## config.mk

```make
export PLATFORM = sky130hd
export DESIGN_NAME = m26_rx_core
export DESIGN_NICKNAME = d
export VERILOG_FILES = /design/src/m26_frame_pkg.sv /design/src/m26_out_pkg.sv /design/src/m26_rx_ch.sv /design/src/m26_word_merge.sv /design/src/m26_out_fifo.sv /design/src/m26_rx_core.sv
export SDC_FILE = /design/constraint.sdc
export NUM_CORES = 1
export LEC_CHECK = 0
export ABC_CLOCK_PERIOD_IN_PS = 3400
export BUFFER_PORTS_ARGS = -buffer_cell sky130_fd_sc_hd__buf_2
export CAP_MARGIN = 20
export CORE_MARGIN = 2
export CORE_UTILIZATION = 61
export DETAILED_ROUTE_END_ITERATION = 10
export PLACE_DENSITY = 0.79
export SYNTH_ARGS = -nofsm -noshare
export SYNTH_HDL_FRONTEND = slang
export SYNTH_SLANG_ARGS = --single-unit
export TNS_END_PERCENT = 1
```

## constraint.sdc

```tcl
create_clock -name CLK_RX -period 3.4 [get_ports CLK_RX]
set_input_delay 0 -clock CLK_RX [delete_from_list [all_inputs] [get_ports CLK_RX]]
set_output_delay 0 -clock CLK_RX [all_outputs]
set_load 0.01 [all_outputs]
```

## src/m26_frame_pkg.sv

```systemverilog
package m26_frame_pkg;

    localparam int M26_WORD_BITS = 16;

    // one sensor word, sent msb first
    typedef logic [M26_WORD_BITS-1:0] m26_word_t;

    // saturating status count
    typedef logic [7:0] m26_cnt_t;

    // frame markers
    localparam m26_word_t M26_HEADER  = 16'h5555;
    localparam m26_word_t M26_TRAILER = 16'haaaa;

    // largest legal data length in words
    localparam m26_word_t M26_MAX_LEN = 16'd570;

    // deframer states, one per field of the frame
    typedef enum logic [2:0] {
        st_idle,
        st_header,
        st_frame_cnt,
        st_length,
        st_data,
        st_trailer
    } ch_state_t;

endpackage

```

## src/m26_out_pkg.sv

```systemverilog
package m26_out_pkg;

    localparam int FIFO_AW    = 4;
    localparam int FIFO_DEPTH = 1 << FIFO_AW;

    // constant upper fields of every output word
    localparam logic [7:0] OUT_HEADER = 8'h20;
    localparam logic [3:0] OUT_IDENT  = 4'h1;

    // header, ident, two zero bits, then the stored entry
    typedef logic [31:0] out_word_t;

    // bit 17 lost, bit 16 frame start, 15:0 data
    typedef logic [17:0] fifo_entry_t;

    // one extra bit tells full from empty
    typedef logic [FIFO_AW:0] fifo_ptr_t;

endpackage

```

## src/m26_rx_ch.sv

```systemverilog
module m26_rx_ch (
    input  logic                    clk_rx,
    input  logic                    rst_sync,
    input  logic                    mkd,
    input  logic                    data_rx,
    output logic                    ch_write,
    output logic                    ch_frame_start,
    output m26_frame_pkg::m26_word_t ch_data,
    output logic                    ch_invalid
);
    import m26_frame_pkg::*;

    logic      mkd_prev;
    logic      mkd_rise;
    m26_word_t sreg;
    logic [3:0] bit_cnt;
    logic      word_vld;    // sreg holds a complete word
    logic [9:0] len_cnt;
    ch_state_t state;

    assign mkd_rise = mkd && !mkd_prev;

    // word assembly
    always_ff @(posedge clk_rx) begin
        if (rst_sync) begin
            mkd_prev <= 1'b0;
            bit_cnt  <= 4'd0;
            word_vld <= 1'b0;
        end else begin
            mkd_prev <= mkd;
            if (mkd_rise) begin
                bit_cnt  <= 4'd1;   // this edge took bit 0 of the header
                word_vld <= 1'b0;
            end else begin
                bit_cnt  <= bit_cnt + 4'd1;
                word_vld <= (bit_cnt == 4'd15);
            end
        end
    end

    always_ff @(posedge clk_rx) begin
        sreg <= {sreg[M26_WORD_BITS-2:0], data_rx};
    end

    // frame structure
    always_ff @(posedge clk_rx) begin
        if (rst_sync) begin
            state          <= st_idle;
            ch_write       <= 1'b0;
            ch_frame_start <= 1'b0;
            ch_invalid     <= 1'b0;
            len_cnt        <= 10'd0;
        end else begin
            ch_write       <= 1'b0;
            ch_frame_start <= 1'b0;
            ch_invalid     <= 1'b0;

            if (word_vld && state != st_idle) begin
                ch_write <= 1'b1;   // bad words are still written
                unique case (state)
                    st_header: begin
                        ch_frame_start <= 1'b1;
                        if (sreg != M26_HEADER) begin
                            ch_invalid <= 1'b1;
                            state      <= st_idle;
                        end else begin
                            state <= st_frame_cnt;
                        end
                    end
                    st_frame_cnt: state <= st_length;
                    st_length: begin
                        if (sreg > M26_MAX_LEN) begin
                            ch_invalid <= 1'b1;
                            state      <= st_idle;
                        end else begin
                            len_cnt <= sreg[9:0];
                            state   <= (sreg == '0) ? st_trailer : st_data;
                        end
                    end
                    st_data: begin
                        len_cnt <= len_cnt - 10'd1;
                        if (len_cnt == 10'd1)
                            state <= st_trailer;
                    end
                    st_trailer: begin
                        if (sreg != M26_TRAILER)
                            ch_invalid <= 1'b1;
                        state <= st_idle;   // wait for next marker
                    end
                    default: state <= st_idle;
                endcase
            end

            // marker restarts the frame whatever the state
            if (mkd_rise)
                state <= st_header;
        end
    end

    always_ff @(posedge clk_rx) begin
        ch_data <= sreg;
    end

endmodule

```

## src/m26_word_merge.sv

```systemverilog
module m26_word_merge (
    input  logic                     clk_rx,
    input  logic                     rst_sync,
    input  logic                     enable,
    input  logic                     ts_header,
    input  logic [31:0]              timestamp,
    input  logic                     ch0_write,
    input  logic                     ch0_frame_start,
    input  m26_frame_pkg::m26_word_t ch0_data,
    input  logic                     ch0_invalid,
    input  logic                     ch1_write,
    input  logic                     ch1_frame_start,
    input  m26_frame_pkg::m26_word_t ch1_data,
    input  logic                     ch1_invalid,
    output logic                     fifo_wr,
    output m26_frame_pkg::m26_word_t fifo_din,
    output logic                     fifo_frame_start,
    output logic                     invalid_flag,
    output m26_frame_pkg::m26_cnt_t  invalid_count
);
    import m26_frame_pkg::*;

    logic        new_frame;
    logic        write_frame;
    logic        frame_en_now;
    logic        wr0;
    logic        wr1;
    logic [15:0] ts_buf;    // high half, goes out with the lane-1 header
    logic        hold_vld;
    m26_word_t   hold_data;
    logic        hold_fs;
    m26_word_t   ch1_src;
    logic        ch1_src_fs;
    logic        invalid_frame;
    logic        inv_any;
    logic        inv_rise;

    assign new_frame = ch0_write && ch0_frame_start;

    // lane-0 header decides for the whole frame, including itself
    assign frame_en_now = new_frame ? enable : write_frame;
    assign wr0          = ch0_write && frame_en_now;
    assign wr1          = ch1_write && frame_en_now;

    // lane 1 comes from the hold slot after a collision
    assign ch1_src    = hold_vld ? hold_data : ch1_data;
    assign ch1_src_fs = hold_vld ? hold_fs : ch1_frame_start;

    always_ff @(posedge clk_rx) begin
        if (rst_sync) begin
            write_frame <= 1'b0;
            hold_vld    <= 1'b0;
            fifo_wr     <= 1'b0;
        end else begin
            if (new_frame)
                write_frame <= enable;
            hold_vld <= wr0 && wr1;
            fifo_wr  <= wr0 || wr1 || hold_vld;
        end
    end

    always_ff @(posedge clk_rx) begin
        if (new_frame)
            ts_buf <= timestamp[31:16];
        if (wr0 && wr1) begin
            hold_data <= ch1_data;
            hold_fs   <= ch1_frame_start;
        end
        fifo_frame_start <= wr0 && ch0_frame_start;  // lane 1 never marks a start
        if (wr0)
            fifo_din <= (ts_header && ch0_frame_start) ? timestamp[15:0] : ch0_data;
        else
            fifo_din <= (ts_header && ch1_src_fs) ? ts_buf : ch1_src;
    end

    // invalid frame tracking
    assign inv_any  = ch0_invalid || ch1_invalid;
    assign inv_rise = inv_any && (!invalid_frame || new_frame);

    always_ff @(posedge clk_rx) begin
        if (rst_sync) begin
            invalid_frame <= 1'b0;
            invalid_flag  <= 1'b0;
            invalid_count <= '0;
        end else begin
            if (inv_any)
                invalid_frame <= 1'b1;
            else if (new_frame)
                invalid_frame <= 1'b0;
            invalid_flag <= inv_rise;
            if (inv_rise && frame_en_now && invalid_count != '1)
                invalid_count <= invalid_count + 8'd1;
        end
    end

endmodule

```

## src/m26_out_fifo.sv

```systemverilog
module m26_out_fifo (
    input  logic                     clk_rx,
    input  logic                     rst_sync,
    input  logic                     fifo_wr,
    input  m26_frame_pkg::m26_word_t fifo_din,
    input  logic                     fifo_frame_start,
    input  logic                     fifo_read,
    output logic                     fifo_empty,
    output m26_out_pkg::out_word_t   fifo_data,
    output logic                     lost_error,
    output m26_frame_pkg::m26_cnt_t  lost_count
);
    import m26_out_pkg::*;

    fifo_entry_t mem [FIFO_DEPTH];
    fifo_ptr_t   wr_ptr;
    fifo_ptr_t   rd_ptr;
    logic        full;
    logic        accept;
    logic        lost_now;
    logic        lost_flag;
    logic        entry_lost;

    assign full = (wr_ptr[FIFO_AW] != rd_ptr[FIFO_AW]) &&
                  (wr_ptr[FIFO_AW-1:0] == rd_ptr[FIFO_AW-1:0]);
    assign fifo_empty = (wr_ptr == rd_ptr);

    assign accept   = fifo_wr && !full;
    assign lost_now = fifo_wr && full;     // word dropped this cycle

    // a kept frame start begins clean data
    assign entry_lost = lost_flag && !fifo_frame_start;

    always_ff @(posedge clk_rx) begin
        if (accept)
            mem[wr_ptr[FIFO_AW-1:0]] <= {entry_lost, fifo_frame_start, fifo_din};
    end

    always_ff @(posedge clk_rx) begin
        if (rst_sync) begin
            wr_ptr <= '0;
            rd_ptr <= '0;
        end else begin
            if (accept)
                wr_ptr <= wr_ptr + 1'b1;
            if (fifo_read && !fifo_empty)
                rd_ptr <= rd_ptr + 1'b1;
        end
    end

    always_ff @(posedge clk_rx) begin
        if (rst_sync) begin
            lost_flag  <= 1'b0;
            lost_count <= '0;
            lost_error <= 1'b0;
        end else begin
            if (lost_now)
                lost_flag <= 1'b1;
            else if (accept && fifo_frame_start)
                lost_flag <= 1'b0;
            if (lost_now && lost_count != '1)
                lost_count <= lost_count + 8'd1;   // saturates
            lost_error <= |lost_count;
        end
    end

    // head entry shows without a read
    assign fifo_data = {OUT_HEADER, OUT_IDENT, 2'b00, mem[rd_ptr[FIFO_AW-1:0]]};

endmodule

```

## src/m26_rx_core.sv

```systemverilog
module m26_rx_core (
    input  logic                    CLK_RX,
    input  logic                    RST_SYNC,
    input  logic                    mkd,
    input  logic                    data0,
    input  logic                    data1,
    input  logic                    enable,
    input  logic                    ts_header,
    input  logic [31:0]             timestamp,
    input  logic                    fifo_read,
    output logic                    fifo_empty,
    output m26_out_pkg::out_word_t  fifo_data,
    output logic                    lost_error,
    output m26_frame_pkg::m26_cnt_t lost_count,
    output logic                    invalid_flag,
    output m26_frame_pkg::m26_cnt_t invalid_count
);
    import m26_frame_pkg::*;

    logic      ch0_write;
    logic      ch0_frame_start;
    m26_word_t ch0_data;
    logic      ch0_invalid;
    logic      ch1_write;
    logic      ch1_frame_start;
    m26_word_t ch1_data;
    logic      ch1_invalid;
    logic      fifo_wr;
    m26_word_t fifo_din;
    logic      fifo_frame_start;

    // both lanes share one marker
    m26_rx_ch ch0_i (
        .clk_rx         (CLK_RX),
        .rst_sync       (RST_SYNC),
        .mkd            (mkd),
        .data_rx        (data0),
        .ch_write       (ch0_write),
        .ch_frame_start (ch0_frame_start),
        .ch_data        (ch0_data),
        .ch_invalid     (ch0_invalid)
    );

    m26_rx_ch ch1_i (
        .clk_rx         (CLK_RX),
        .rst_sync       (RST_SYNC),
        .mkd            (mkd),
        .data_rx        (data1),
        .ch_write       (ch1_write),
        .ch_frame_start (ch1_frame_start),
        .ch_data        (ch1_data),
        .ch_invalid     (ch1_invalid)
    );

    m26_word_merge merge_i (
        .clk_rx           (CLK_RX),
        .rst_sync         (RST_SYNC),
        .enable           (enable),
        .ts_header        (ts_header),
        .timestamp        (timestamp),
        .ch0_write        (ch0_write),
        .ch0_frame_start  (ch0_frame_start),
        .ch0_data         (ch0_data),
        .ch0_invalid      (ch0_invalid),
        .ch1_write        (ch1_write),
        .ch1_frame_start  (ch1_frame_start),
        .ch1_data         (ch1_data),
        .ch1_invalid      (ch1_invalid),
        .fifo_wr          (fifo_wr),
        .fifo_din         (fifo_din),
        .fifo_frame_start (fifo_frame_start),
        .invalid_flag     (invalid_flag),
        .invalid_count    (invalid_count)
    );

    m26_out_fifo fifo_i (
        .clk_rx           (CLK_RX),
        .rst_sync         (RST_SYNC),
        .fifo_wr          (fifo_wr),
        .fifo_din         (fifo_din),
        .fifo_frame_start (fifo_frame_start),
        .fifo_read        (fifo_read),
        .fifo_empty       (fifo_empty),
        .fifo_data        (fifo_data),
        .lost_error       (lost_error),
        .lost_count       (lost_count)
    );

endmodule

```

After elaboration in Yosys (flattened, before gate mapping)
Memory sizes are Yosys's and may differ from the RTL's. A register that Yosys moved wholly into a read port is not among the register bits.
Cells that the tools add are included.
{"block": "totals", "reg_bits": 190, "ram_bits": 288, "in_bits": 40, "output_inout_bits": 51, "word_cells": 176, "memories": 1}
{"name": "fifo_i.mem", "depth": 16, "word_bits": 18, "read_ports": 1, "rd_clocked_by_memory_dff": 1, "wr": 1, "line": "m26_out_fifo.sv:15", "source": "fifo_entry_t mem [FIFO_DEPTH];"}
{"block": "classes", "add_sub_neg": 8, "magnitude_cmp": 2, "n_eq_ne": 29, "muxes": 46, "bitwise_logic": 2, "n_reduce_logical": 49}
{"operator": "two-way mux 16 bit", "n": 4}
{"operator": "case mux 10 bit (2 select lines)", "n": 2}
{"operator": "> comparator 16 x 10 -> 1 bit (second input constant)", "n": 2}
{"operator": "zero test 16 bit", "n": 2}
{"operator": "!= test 16 x 15 -> 1 bit (second input constant)", "n": 2}
{"operator": "!= test 16 bit (second input constant)", "n": 2}
{"operator": "two-way mux 1 bit", "n": 26}
{"operator": "case mux 3 bit (4 select lines)", "n": 2}
{"operator": "equality test 10 x 1 -> 1 bit (second input constant)", "n": 2}
{"operator": "logical AND 1 bit", "n": 20}
{"operator": "two-way mux 10 bit", "n": 2}
{"operator": "subtractor 10 x 1 -> 10 bit (second input constant)", "n": 2}
{"operator": "adder 8 x 1 -> 8 bit (second input constant)", "n": 2}
{"operator": "!= test 8 bit (second input constant)", "n": 2}
{"operator": "equality test 3 x 2 -> 1 bit (second input constant)", "n": 4}
{"operator": "equality test 3 bit (second input constant)", "n": 4}
{"operator": "two-way mux 3 bit", "n": 4}
{"operator": "nonzero test 2 bit", "n": 6}
{"operator": "adder 5 x 1 -> 5 bit (second input constant)", "n": 2}
{"operator": "adder 4 x 1 -> 4 bit (second input constant)", "n": 2}
{"operator": "equality test 4 bit (second input constant)", "n": 2}
{"operator": "two-way mux 4 bit", "n": 2}
{"operator": "AND reduction 2 bit", "n": 4}
{"operator": "OR reduction 8 bit", "n": 1}
{"operator": "other kinds (16)", "n": 33}

Longest topological paths before layout
Gate-level depths: netlist of the first run.
{"block": "depth", "ltp_word": 7, "ltp_mapped": 7, "mapped_depth_nobuf": 7}

Modules after synthesis
From an unflattened synthesis of the first run, not the netlist that was laid out.
{"block": "hier_totals", "hier_cells": 1168, "hier_area_um2": 18664.2}
{"mod": "m26_out_fifo", "n_inst": 1, "cells_per_inst": 577, "area_each_um2": 12482.0, "seq_area_each_um2": 9128.8}
{"mod": "m26_word_merge", "n_inst": 1, "cells_per_inst": 195, "area_each_um2": 2682.6, "seq_area_each_um2": 1591.5}
{"mod": "m26_rx_ch (ch0_i)", "n_inst": 1, "cells_per_inst": 198, "area_each_um2": 1751.7, "seq_area_each_um2": 780.7}
{"mod": "m26_rx_ch (ch1_i)", "n_inst": 1, "cells_per_inst": 198, "area_each_um2": 1747.9, "seq_area_each_um2": 780.7}

Least setup slack after synthesis of the first run
No wires, ideal clock.
{"block": "synth_timing", "path_kind": "register -> register", "start": "register fifo_i.wr_ptr[2]", "end": "memory fifo_i.mem[3][0] in the netlist's numbering (enable)", "setup_time_ns": 0.416, "t_arrival_ns": 2.266, "t_required_ns": 2.984, "slack_ns": 0.718, "path_stages_with_launch": 7, "n_path_buf": 2, "period_less_slack_ns": 2.682, "cell_sequence": "dfxtp_1 > buf_4 > xnor2_2 > nand4_2 > buf_6 > o211ai_1 > nor3_1"}
{"block": "synth_via", "elab_chain_cells": 6}
{"item": "start: declaration", "line": "m26_out_fifo.sv:16", "source": "fifo_ptr_t wr_ptr;"}
{"item": "start signal: assignment", "line": "m26_out_fifo.sv:45", "source": "wr_ptr <= wr_ptr + 1'b1;"}
{"item": "equality test 4 bit", "line": "m26_out_fifo.sv:25", "source": "(wr_ptr[FIFO_AW-1:0] == rd_ptr[FIFO_AW-1:0]);"}
{"item": "logical AND 1 bit", "line": "m26_out_fifo.sv:24", "source": "assign full = (wr_ptr[FIFO_AW] != rd_ptr[FIFO_AW]) &&"}
{"item": "zero test 1 bit", "line": "m26_out_fifo.sv:28", "source": "assign accept = fifo_wr && !full;"}
{"item": "logical AND 1 bit", "line": "m26_out_fifo.sv:28"}
{"item": "two-way mux 1 bit", "line": "m26_out_fifo.sv:35", "source": "if (accept)"}
{"item": "two-way mux 1 bit (not written as such)", "line": "m26_out_fifo.sv:36", "source": "mem[wr_ptr[FIFO_AW-1:0]] <= {entry_lost, fifo_frame_start, fifo_din};"}
{"item": "end: declaration", "line": "m26_out_fifo.sv:15"}
Several ways; a longest one is shown, not always the timed one.

==> insert_results.sql, run 1 <==
INSERT INTO impl_metrics (metric_group, metric, value, unit) VALUES
('run_status', 'status', 'finished clean', ''),
('finish', 'fillers', '1791', ''),
('yosys', 'synth.yosys.seq_area_share', '68.7', '%'),
('yosys', 'syn_area_per_cell', '16.1', 'µm²'),
('global_route', 'track_usage', '26.0', '%'),
('placed_design', 'dp.final_hpwl', '23.7', 'mm'),
('finish', 'layout.cells.most_common', 'edfxtp_1', ''),
('global_route', 'grt_pass1_wl', '59.9', 'mm'),
('setup_path', 'cp_max_fo', '30', ''),
('setup_path', 'cpMaxStageDelayCell', 'dfxtp_4', ''),
('global_route', 'grt_start_max_net_pins', '62', ''),
('setup_path', 'cp.arrival', '2820', 'ps'),
('clock_network', 'cts_buffers', '44', ''),
('setup_path', 'crit_path_start_kind', 'flip-flop', ''),
('drt', 'route.final.wire_length', '39.0', 'mm'),
('setup_path', 'timing.critical_path.mode_cell', 'mux4_2', ''),
('finish', 'most-common-layout-cells', 'edfxtp_1 (321), dfxtp_1 (129), mux4_2 (90)', ''),
('clock_network', 'worstSkewPairLatency', '540', 'ps'),
('drt', 'drt-pass1-iter-count', '6', ''),
('yosys', 'synth_area_in_simple_gates', '7.45', '%'),
('setup_path', 'timing.setup.critical_path_class', 'reg2out', ''),
('timing', 'fin_ws', '584', 'ps'),
('yosys', 'synth_largest_type_area_fraction', '54.0', '%'),
('drt', 'route.detailed.drc', '0', ''),
('flow_run', 'timing.max_cap.violations', '0', ''),
('drt', 'antenna_violating_nets_left', '0', ''),
('floorplan', 'floorplan.rows', '62', ''),
('placed_design', 'routabilityCongestion', '0.839', ''),
('clock_network', 'cts.repair_timing.setup_buffer_count', '0', ''),
('power', 'total_leakage_power', '6.94', 'nW'),
('timing', 'layout_worst_path_cycle_share', '82.8', '%'),
('clock_network', 'htreeDepth', '2', ''),
('timing', 'setup_repair_after_global_routing_missed_its_margin', 'false', ''),
('setup_path', 'cpPeakStageDelay', '680', 'ps'),
('global_route', 'via_count_of_the_first_global_routing_pass', '10379', ''),
('floorplan', 'die_boundary_width', '175', 'µm'),
('floorplan', 'start_util', '62.0', '%'),
('yosys', 'synth_ff_type', 'edfxtp_1', ''),
('min_path', 'timing.hold.worst.class', 'in2reg', ''),
('yosys', 'yosys-top-cells-area', 'edfxtp_1 (54%), dfxtp_1 (15%), mux4_2 (11%)', ''),
('finish', 'finish.net_count', '1292', ''),
('yosys', 'syn_inst', '1108', ''),
('drt', 'avgRoutedWirePerCell', '23.6', 'µm'),
('yosys', 'combinational_family_with_the_most_area_after_synthesis', 'multiplexers', ''),
('yosys', 'synth_top_area_cell', 'edfxtp_1', ''),
('yosys', 'synth-edff-count', '321', ''),
('setup_path', 'crit_path_end_kind', 'output port', ''),
('yosys', 'synthesis.area', '0.0178', 'mm²'),
('floorplan', 'core_area', '0.0288', 'mm²'),
('finish', 'antenna_cells_inserted', '0', ''),
('clock_network', 'number_of_clock_sinks', '452', ''),
('yosys', 'synth.ff_latch_count', '452', ''),
('yosys', 'synthAdderAreaFrac', '0.982', '%'),
('global_route', 'grt_antenna_before_repair', '0', ''),
('floorplan', 'die-area', '0.0306', 'mm²'),
('yosys', 'yosys_warnings', '0', ''),
('timing', 'timing.max_slew.rel_slack', '30.9', '%'),
('timing', 'fin_skew', '27.2', 'ps'),
('setup_path', 'ordered_cell_list_for_the_critical_path', 'buf_12 -> mux4_2 -> mux4_2 -> buf_2', ''),
('timing', 'timing.final.crit_period', '2820', 'ps'),
('finish', 'final_layout_size_suffix_gt1_share', '21.7', '%'),
('timing', 'transition_time_of_the_tightest_slew_check_pin', '1030', 'ps'),
('timing', 'setup-violations-final', '0', ''),
('placed_design', 'place_worst_setup_slack', '795', 'ps'),
('clock_network', 'worst_setup_hold_path_clk_slew', '60', 'ps'),
('power', 'power.density_cell_area', '530', 'mW/mm²'),
('timing', 'timing.setup.tns', '0', 'ps'),
('clock_network', 'cts_buffer_depth', '3', ''),
('timing', 'finalHoldViolations', '0', ''),
('timing', 'finalMaxSlewViolations', '0', ''),
('yosys', 'yosysUniqueCellTypes', '71', '');
[layer usage]
| layer | GRT usage [%] | share of wire (%) | routed length [µm] | up-vias |
|---|---|---|---|---|
| li1 | - | - | - | 4603 |
| met1 | 34.9 | 39 | 15300 | 5142 |
| met2 | 44.6 | 51 | 20100 | 455 |
| met3 | 3.39 | 6.7 | 2630 | 79 |
| met4 | 8.23 | 2.8 | 1090 | 0 |
| met5 | 0 | 0 | 0 | - |
[logic make-up (layout without fill, tap and decap cells)]
| group | after synthesis | in the layout |
|---|---|---|
| DFF | 452 | 452 |
| and+or+nand+nor | 258 | 258 |
| AOI/OAI and AO/OA | 139 | 139 |
| muxes | 127 | 127 |
| buffers and inverters | 86 | 237 |
| xor gates and xnor gates | 30 | 30 |
| adders and majority gates | 14 | 14 |
| other | 2 | 14 |
[timing repair]
item                      CTS  global route
hold buffers               37             0
resized for setup           0             0
hold endpoints to repair   45             0
[power by group]
part	internal [W]	switching, W
Sequential	0.00592	0.0000882
Clock	0.00258	0.00202
Combinational	0.0000828	0.0000899
[registers in the layout (all words and copies together) (netlist names), 3 cells and up, named ones only]
register / flops
merge_i.fifo_din: 16
ch1_i.sreg: 15
ch1_i.len_cnt: 10
merge_i.invalid_count: 8
fifo_i.rd_ptr: 5
merge_i.ts_buf: 16
fifo_i.mem: 288
ch1_i.state: 3
fifo_i.lost_count: 8
ch0_i.state: 3
ch0_i.len_cnt: 10
ch1_i.bit_cnt: 4
ch0_i.bit_cnt: 4
merge_i.hold_data: 16
ch0_i.sreg: 15
fifo_i.wr_ptr: 5
[area by class of cell]
| type | instances | area, µm² | area share (%) |
|---|---|---|---|
| clock inverter | 29 | 213 | 1.05 |
| tap | 384 | 480 | 2.36 |
| clock buffer | 50 | 1140 | 5.62 |
| multi-input combinational | 582 | 5180 | 25.4 |
| sequential | 452 | 12300 | 60.3 |
| timing repair buffer | 138 | 988 | 4.86 |
| inverter | 20 | 75.1 | 0.369 |
[final timing paths]
path                     from                 to  slack [ps]  depth (start not counted)
min reg2reg    ch0_i.sreg[14]  ch0_i.ch_data[14]         390                          0
min                  RST_SYNC     ch0_i.state[0]          20                          3
max                 flip-flop      fifo_data[15]         580                          4
max reg2reg  fifo_i.wr_ptr[2]  fifo_i.mem[10][8]         810                          4
[through the flow]
| stage | hold slack (ps) | area, µm² | total power [W] | utilization, % | std cells |
|---|---|---|---|---|---|
| final | 19.1 | 20300 | 0.0108 | 70.7 | 1655 |
| after global routing | 51.1 | 20300 | 0.0110 | 70.7 | 1655 |
| after CTS | 5.95 | 20300 | 0.0108 | 70.7 | 1654 |
| after detailed placement | 104 | 18600 | 0.00626 | 64.7 | 1538 |
| after global placement | 105 | 18600 | 0.00625 | 64.7 | 1538 |
| after floorplan | 27.7 | 17900 | 0.00618 | - | 1120 |
[worst max-delay path, delay by kind of cell (launching register included)]
family	cells	cell delay [ps]
muxes	2	1080
DFF	1	680
buffers and inverters	2	480
[cells in the mapped netlist (8+ instances only)]
cell type,instances
a21oi_1,30
xor2_1,10
nand2_1,60
buf_2,8
o31ai_1,13
o21ai_0,32
mux4_2,90
dfxtp_1,131
nor2_1,62
nor3_1,23
xnor2_1,18
buf_1,8
o211ai_1,20
buf_6,9
and3_1,21
nand3_1,23
nor4_1,11
inv_1,20
mux2i_1,35
clkbuf_1,25
buf_4,16
ha_1,14
edfxtp_1,321
nand4_1,14
(Power assumes the default switching activity.)
==> run 2, diff against run 1 <==
--- a/config.mk
+++ b/config.mk
@@ -5,13 +5,13 @@
 export SDC_FILE = /design/constraint.sdc
 export NUM_CORES = 1
 export LEC_CHECK = 0
-export ABC_CLOCK_PERIOD_IN_PS = 3400
+export ABC_CLOCK_PERIOD_IN_PS = 2500
 export BUFFER_PORTS_ARGS = -buffer_cell sky130_fd_sc_hd__buf_2
 export CAP_MARGIN = 20
 export CORE_MARGIN = 2
-export CORE_UTILIZATION = 61
+export CORE_UTILIZATION = 55
 export DETAILED_ROUTE_END_ITERATION = 10
-export PLACE_DENSITY = 0.79
+export PLACE_DENSITY = 0.76
 export SYNTH_ARGS = -nofsm -noshare
 export SYNTH_HDL_FRONTEND = slang
 export SYNTH_SLANG_ARGS = --single-unit
==> constraint.sdc (replaced) <==
create_clock -name CLK_RX -period 2.5 [get_ports CLK_RX]
set_input_delay 0 -clock CLK_RX [delete_from_list [all_inputs] [get_ports CLK_RX]]
set_output_delay 0 -clock CLK_RX [all_outputs]
set_load 0.01 [all_outputs]
==> insert_results.sql, run 2 (synthesis results as in run 1) <==
INSERT INTO impl_metrics (metric_group, metric, value, unit) VALUES
('floorplan', 'start_util', '56.3', '%'),
('setup_path', 'cpMaxStageDelayCell', 'mux4_2', ''),
('timing', 'timing.fmax', '403', 'MHz'),
('global_route', 'sum_of_overflow_across_all_layers_after_global_routing', '0', ''),
('drt', 'vias_per_cell', '6.05', ''),
('timing', 'worst_hold_slack', '73.4', 'ps'),
('setup_path', 'crit_path_start_kind', 'flip-flop', ''),
('clock_network', 'clk_root_buffer_cell', 'clkbuf_16', ''),
('finish', 'final_layout_size_suffix_gt1_share', '22.6', '%'),
('floorplan', 'die_boundary_width', '184', 'µm'),
('setup_path', 'endpoint', 'fifo_data[6]', ''),
('setup_path', 'slack_of_the_worst_reg_to_reg_path', '170', 'ps'),
('setup_path', 'worst_r2r_path_depth', '7', ''),
('clock_network', 'cts_buffer_depth', '3', ''),
('finish', 'layout-area-overhead-vs-synth', '16.1', '%'),
('timing', 'timing.final.crit_period', '2480', 'ps'),
('flow_run', 'timing.max_cap.violations', '0', ''),
('finish', 'flip_flop_count_of_the_largest_register_after_layout', '288', ''),
('drt', 'antenna_violating_nets_left', '0', ''),
('clock_network', 'worst_setup_hold_path_clk_slew', '60', 'ps'),
('finish', 'layout.cells.non_filler', '1695', ''),
('global_route', 'grt_antenna_before_repair', '2', ''),
('drt', 'route.final.wire_length', '38.9', 'mm'),
('global_route', 'grt_pass1_wl', '59.4', 'mm'),
('finish', 'fillers', '2192', ''),
('clock_network', 'number_of_clock_sinks', '452', ''),
('timing', 'finalMaxSlewViolations', '0', ''),
('finish', 'finish.net_count', '1310', ''),
('run_status', 'status', 'finished clean', ''),
('timing', 'transition_time_of_the_tightest_slew_check_pin', '692', 'ps'),
('floorplan', 'die-area', '0.0339', 'mm²'),
('setup_path', 'crit_path_end_kind', 'output port', ''),
('drt', 'overall_via_count_from_detail_route', '10258', ''),
('drt', 'route.detailed.drc', '0', ''),
('timing', 'timing.max_slew.rel_slack', '53.8', '%'),
('finish', 'most-common-layout-cells', 'edfxtp_1 (321), dfxtp_1 (129), mux4_2 (90)', ''),
('clock_network', 'worstSkewPairLatency', '550', 'ps'),
('setup_path', 'regToRegStartpoint', 'fifo_i.wr_ptr[2]', ''),
('clock_network', 'htreeDepth', '2', ''),
('setup_path', 'timing.setup.critical_path_class', 'reg2out', ''),
('floorplan', 'boundaryPins', '91', ''),
('power', 'vdd_drop_max', '0.000880', 'V'),
('setup_path', 'ordered_cell_list_for_the_critical_path', 'buf_4 -> mux4_2 -> mux4_2 -> buf_2', ''),
('placed_design', 'dp.cells', '1568', ''),
('timing', 'setup-violations-final', '0', ''),
('setup_path', 'timing.critical_path.mode_cell', 'mux4_2', ''),
('setup_path', 'cp.arrival', '2480', 'ps'),
('clock_network', 'cts_buffers', '45', ''),
('floorplan', 'floorplan.rows', '65', ''),
('timing', 'setup_repair_after_global_routing_missed_its_margin', 'true', ''),
('placed_design', 'dp.final_hpwl', '22.6', 'mm'),
('timing', 'finalHoldViolations', '0', ''),
('floorplan', 'core_area', '0.0317', 'mm²'),
('placed_design', 'port_buffers', '76', ''),
('power', 'power.total', '0.0150', 'W'),
('drt', 'avgRoutedWirePerCell', '23.0', 'µm'),
('drt', 'drt_iter0_markers', '958', ''),
('setup_path', 'cp_max_fo', '9', ''),
('power', 'power.density_cell_area', '726', 'mW/mm²'),
('timing', 'layout_worst_path_cycle_share', '99.2', '%'),
('global_route', 'track_usage', '23.5', '%'),
('placed_design', 'routabilityCongestion', '0.893', ''),
('global_route', 'grt_start_max_net_pins', '73', ''),
('setup_path', 'timing.critical_path.required', '2500', 'ps'),
('min_path', 'timing.hold.worst.class', 'in2reg', ''),
('finish', 'layout.cells.most_common', 'edfxtp_1', ''),
('power', 'total_leakage_power', '7.10', 'nW'),
('timing', 'fin_skew', '22.4', 'ps'),
('global_route', 'via_count_of_the_first_global_routing_pass', '10156', ''),
('floorplan', 'die_outline_height', '184', 'µm'),
('setup_path', 'cpPeakStageDelay', '550', 'ps'),
('clock_network', 'tritoncts_clock_tree', 'yes', ''),
('drt', 'drt-pass1-iter-count', '6', '');
## run 2: per-layer routing
layer	track usage, %	up-vias	part of all wire [%]
met5	0	-	0.021
met2	40.5	415	51
met3	3.46	84	7.1
met4	6.98	2	2.6
li1	-	4638	-
met1	31.1	5119	39
## run 2: worst min-delay path by stage
stage          slack (ps)  cells past startpoint  startpoint                  end
2_1_floorplan          30                      0       data0        ch0_i.sreg[0]
3_3_place_gp          100                      1       data1        ch1_i.sreg[0]
3_5_place_dp          110                      1       data0        ch0_i.sreg[0]
4_1_cts                40                      4   ts_header  merge_i.fifo_din[1]
5_1_grt               100                      2       data1        ch1_i.sreg[0]
6_report               70                      4   ts_header  merge_i.fifo_din[1]
## run 2: per-stage QoR
step / setup slack, ps / util, % / setup TNS [ps] / area, µm²
global placement: 425 / 59.3 / 0 / 18800
detailed placement: 334 / 59.3 / 0 / 18800
global route: -15.7 / 65.3 / -60.8 / 20700
CTS: -8.13 / 65.2 / -23.5 / 20700
finish: 19.7 / 65.3 / 0 / 20700
floorplan: 244 / - / 0 / 17900
## run 2: critical path: cells and delay by family, from the launching register on
kind     cells  cell delay [ps]
flops        1              470
mux          2             1070
buf+inv      2              390
## run 2: repair_timing
item                                    in CTS  in global routing
hold buffers                                39                  0
gates cloned                                 0                  0
buffers inserted                             2                  2
gates resized for setup                      0                  1
endpoints found under the hold margin       61                  0
endpoints found under the setup margin      17                 17
## run 2: final cells by class
| type | count | area [µm²] | area share, % |
|---|---|---|---|
| antenna | 1 | 2.50 | 0.0121 |
| multi-input combinational | 582 | 5180 | 25.0 |
| inverter | 20 | 75.1 | 0.363 |
| timing repair buffer | 155 | 1210 | 5.87 |
| tap | 402 | 503 | 2.43 |
| clock buffer | 59 | 1230 | 5.94 |
| clock inverter | 24 | 231 | 1.12 |
| sequential | 452 | 12300 | 59.2 |
## run 2: report_power, final
group	leakage, nW	internal (W)	total, W	switching (W)
logic	2.39	0.000116	0.000243	0.000128
registers	3.99	0.00805	0.00817	0.000116
clock network	0.723	0.00389	0.00663	0.00274
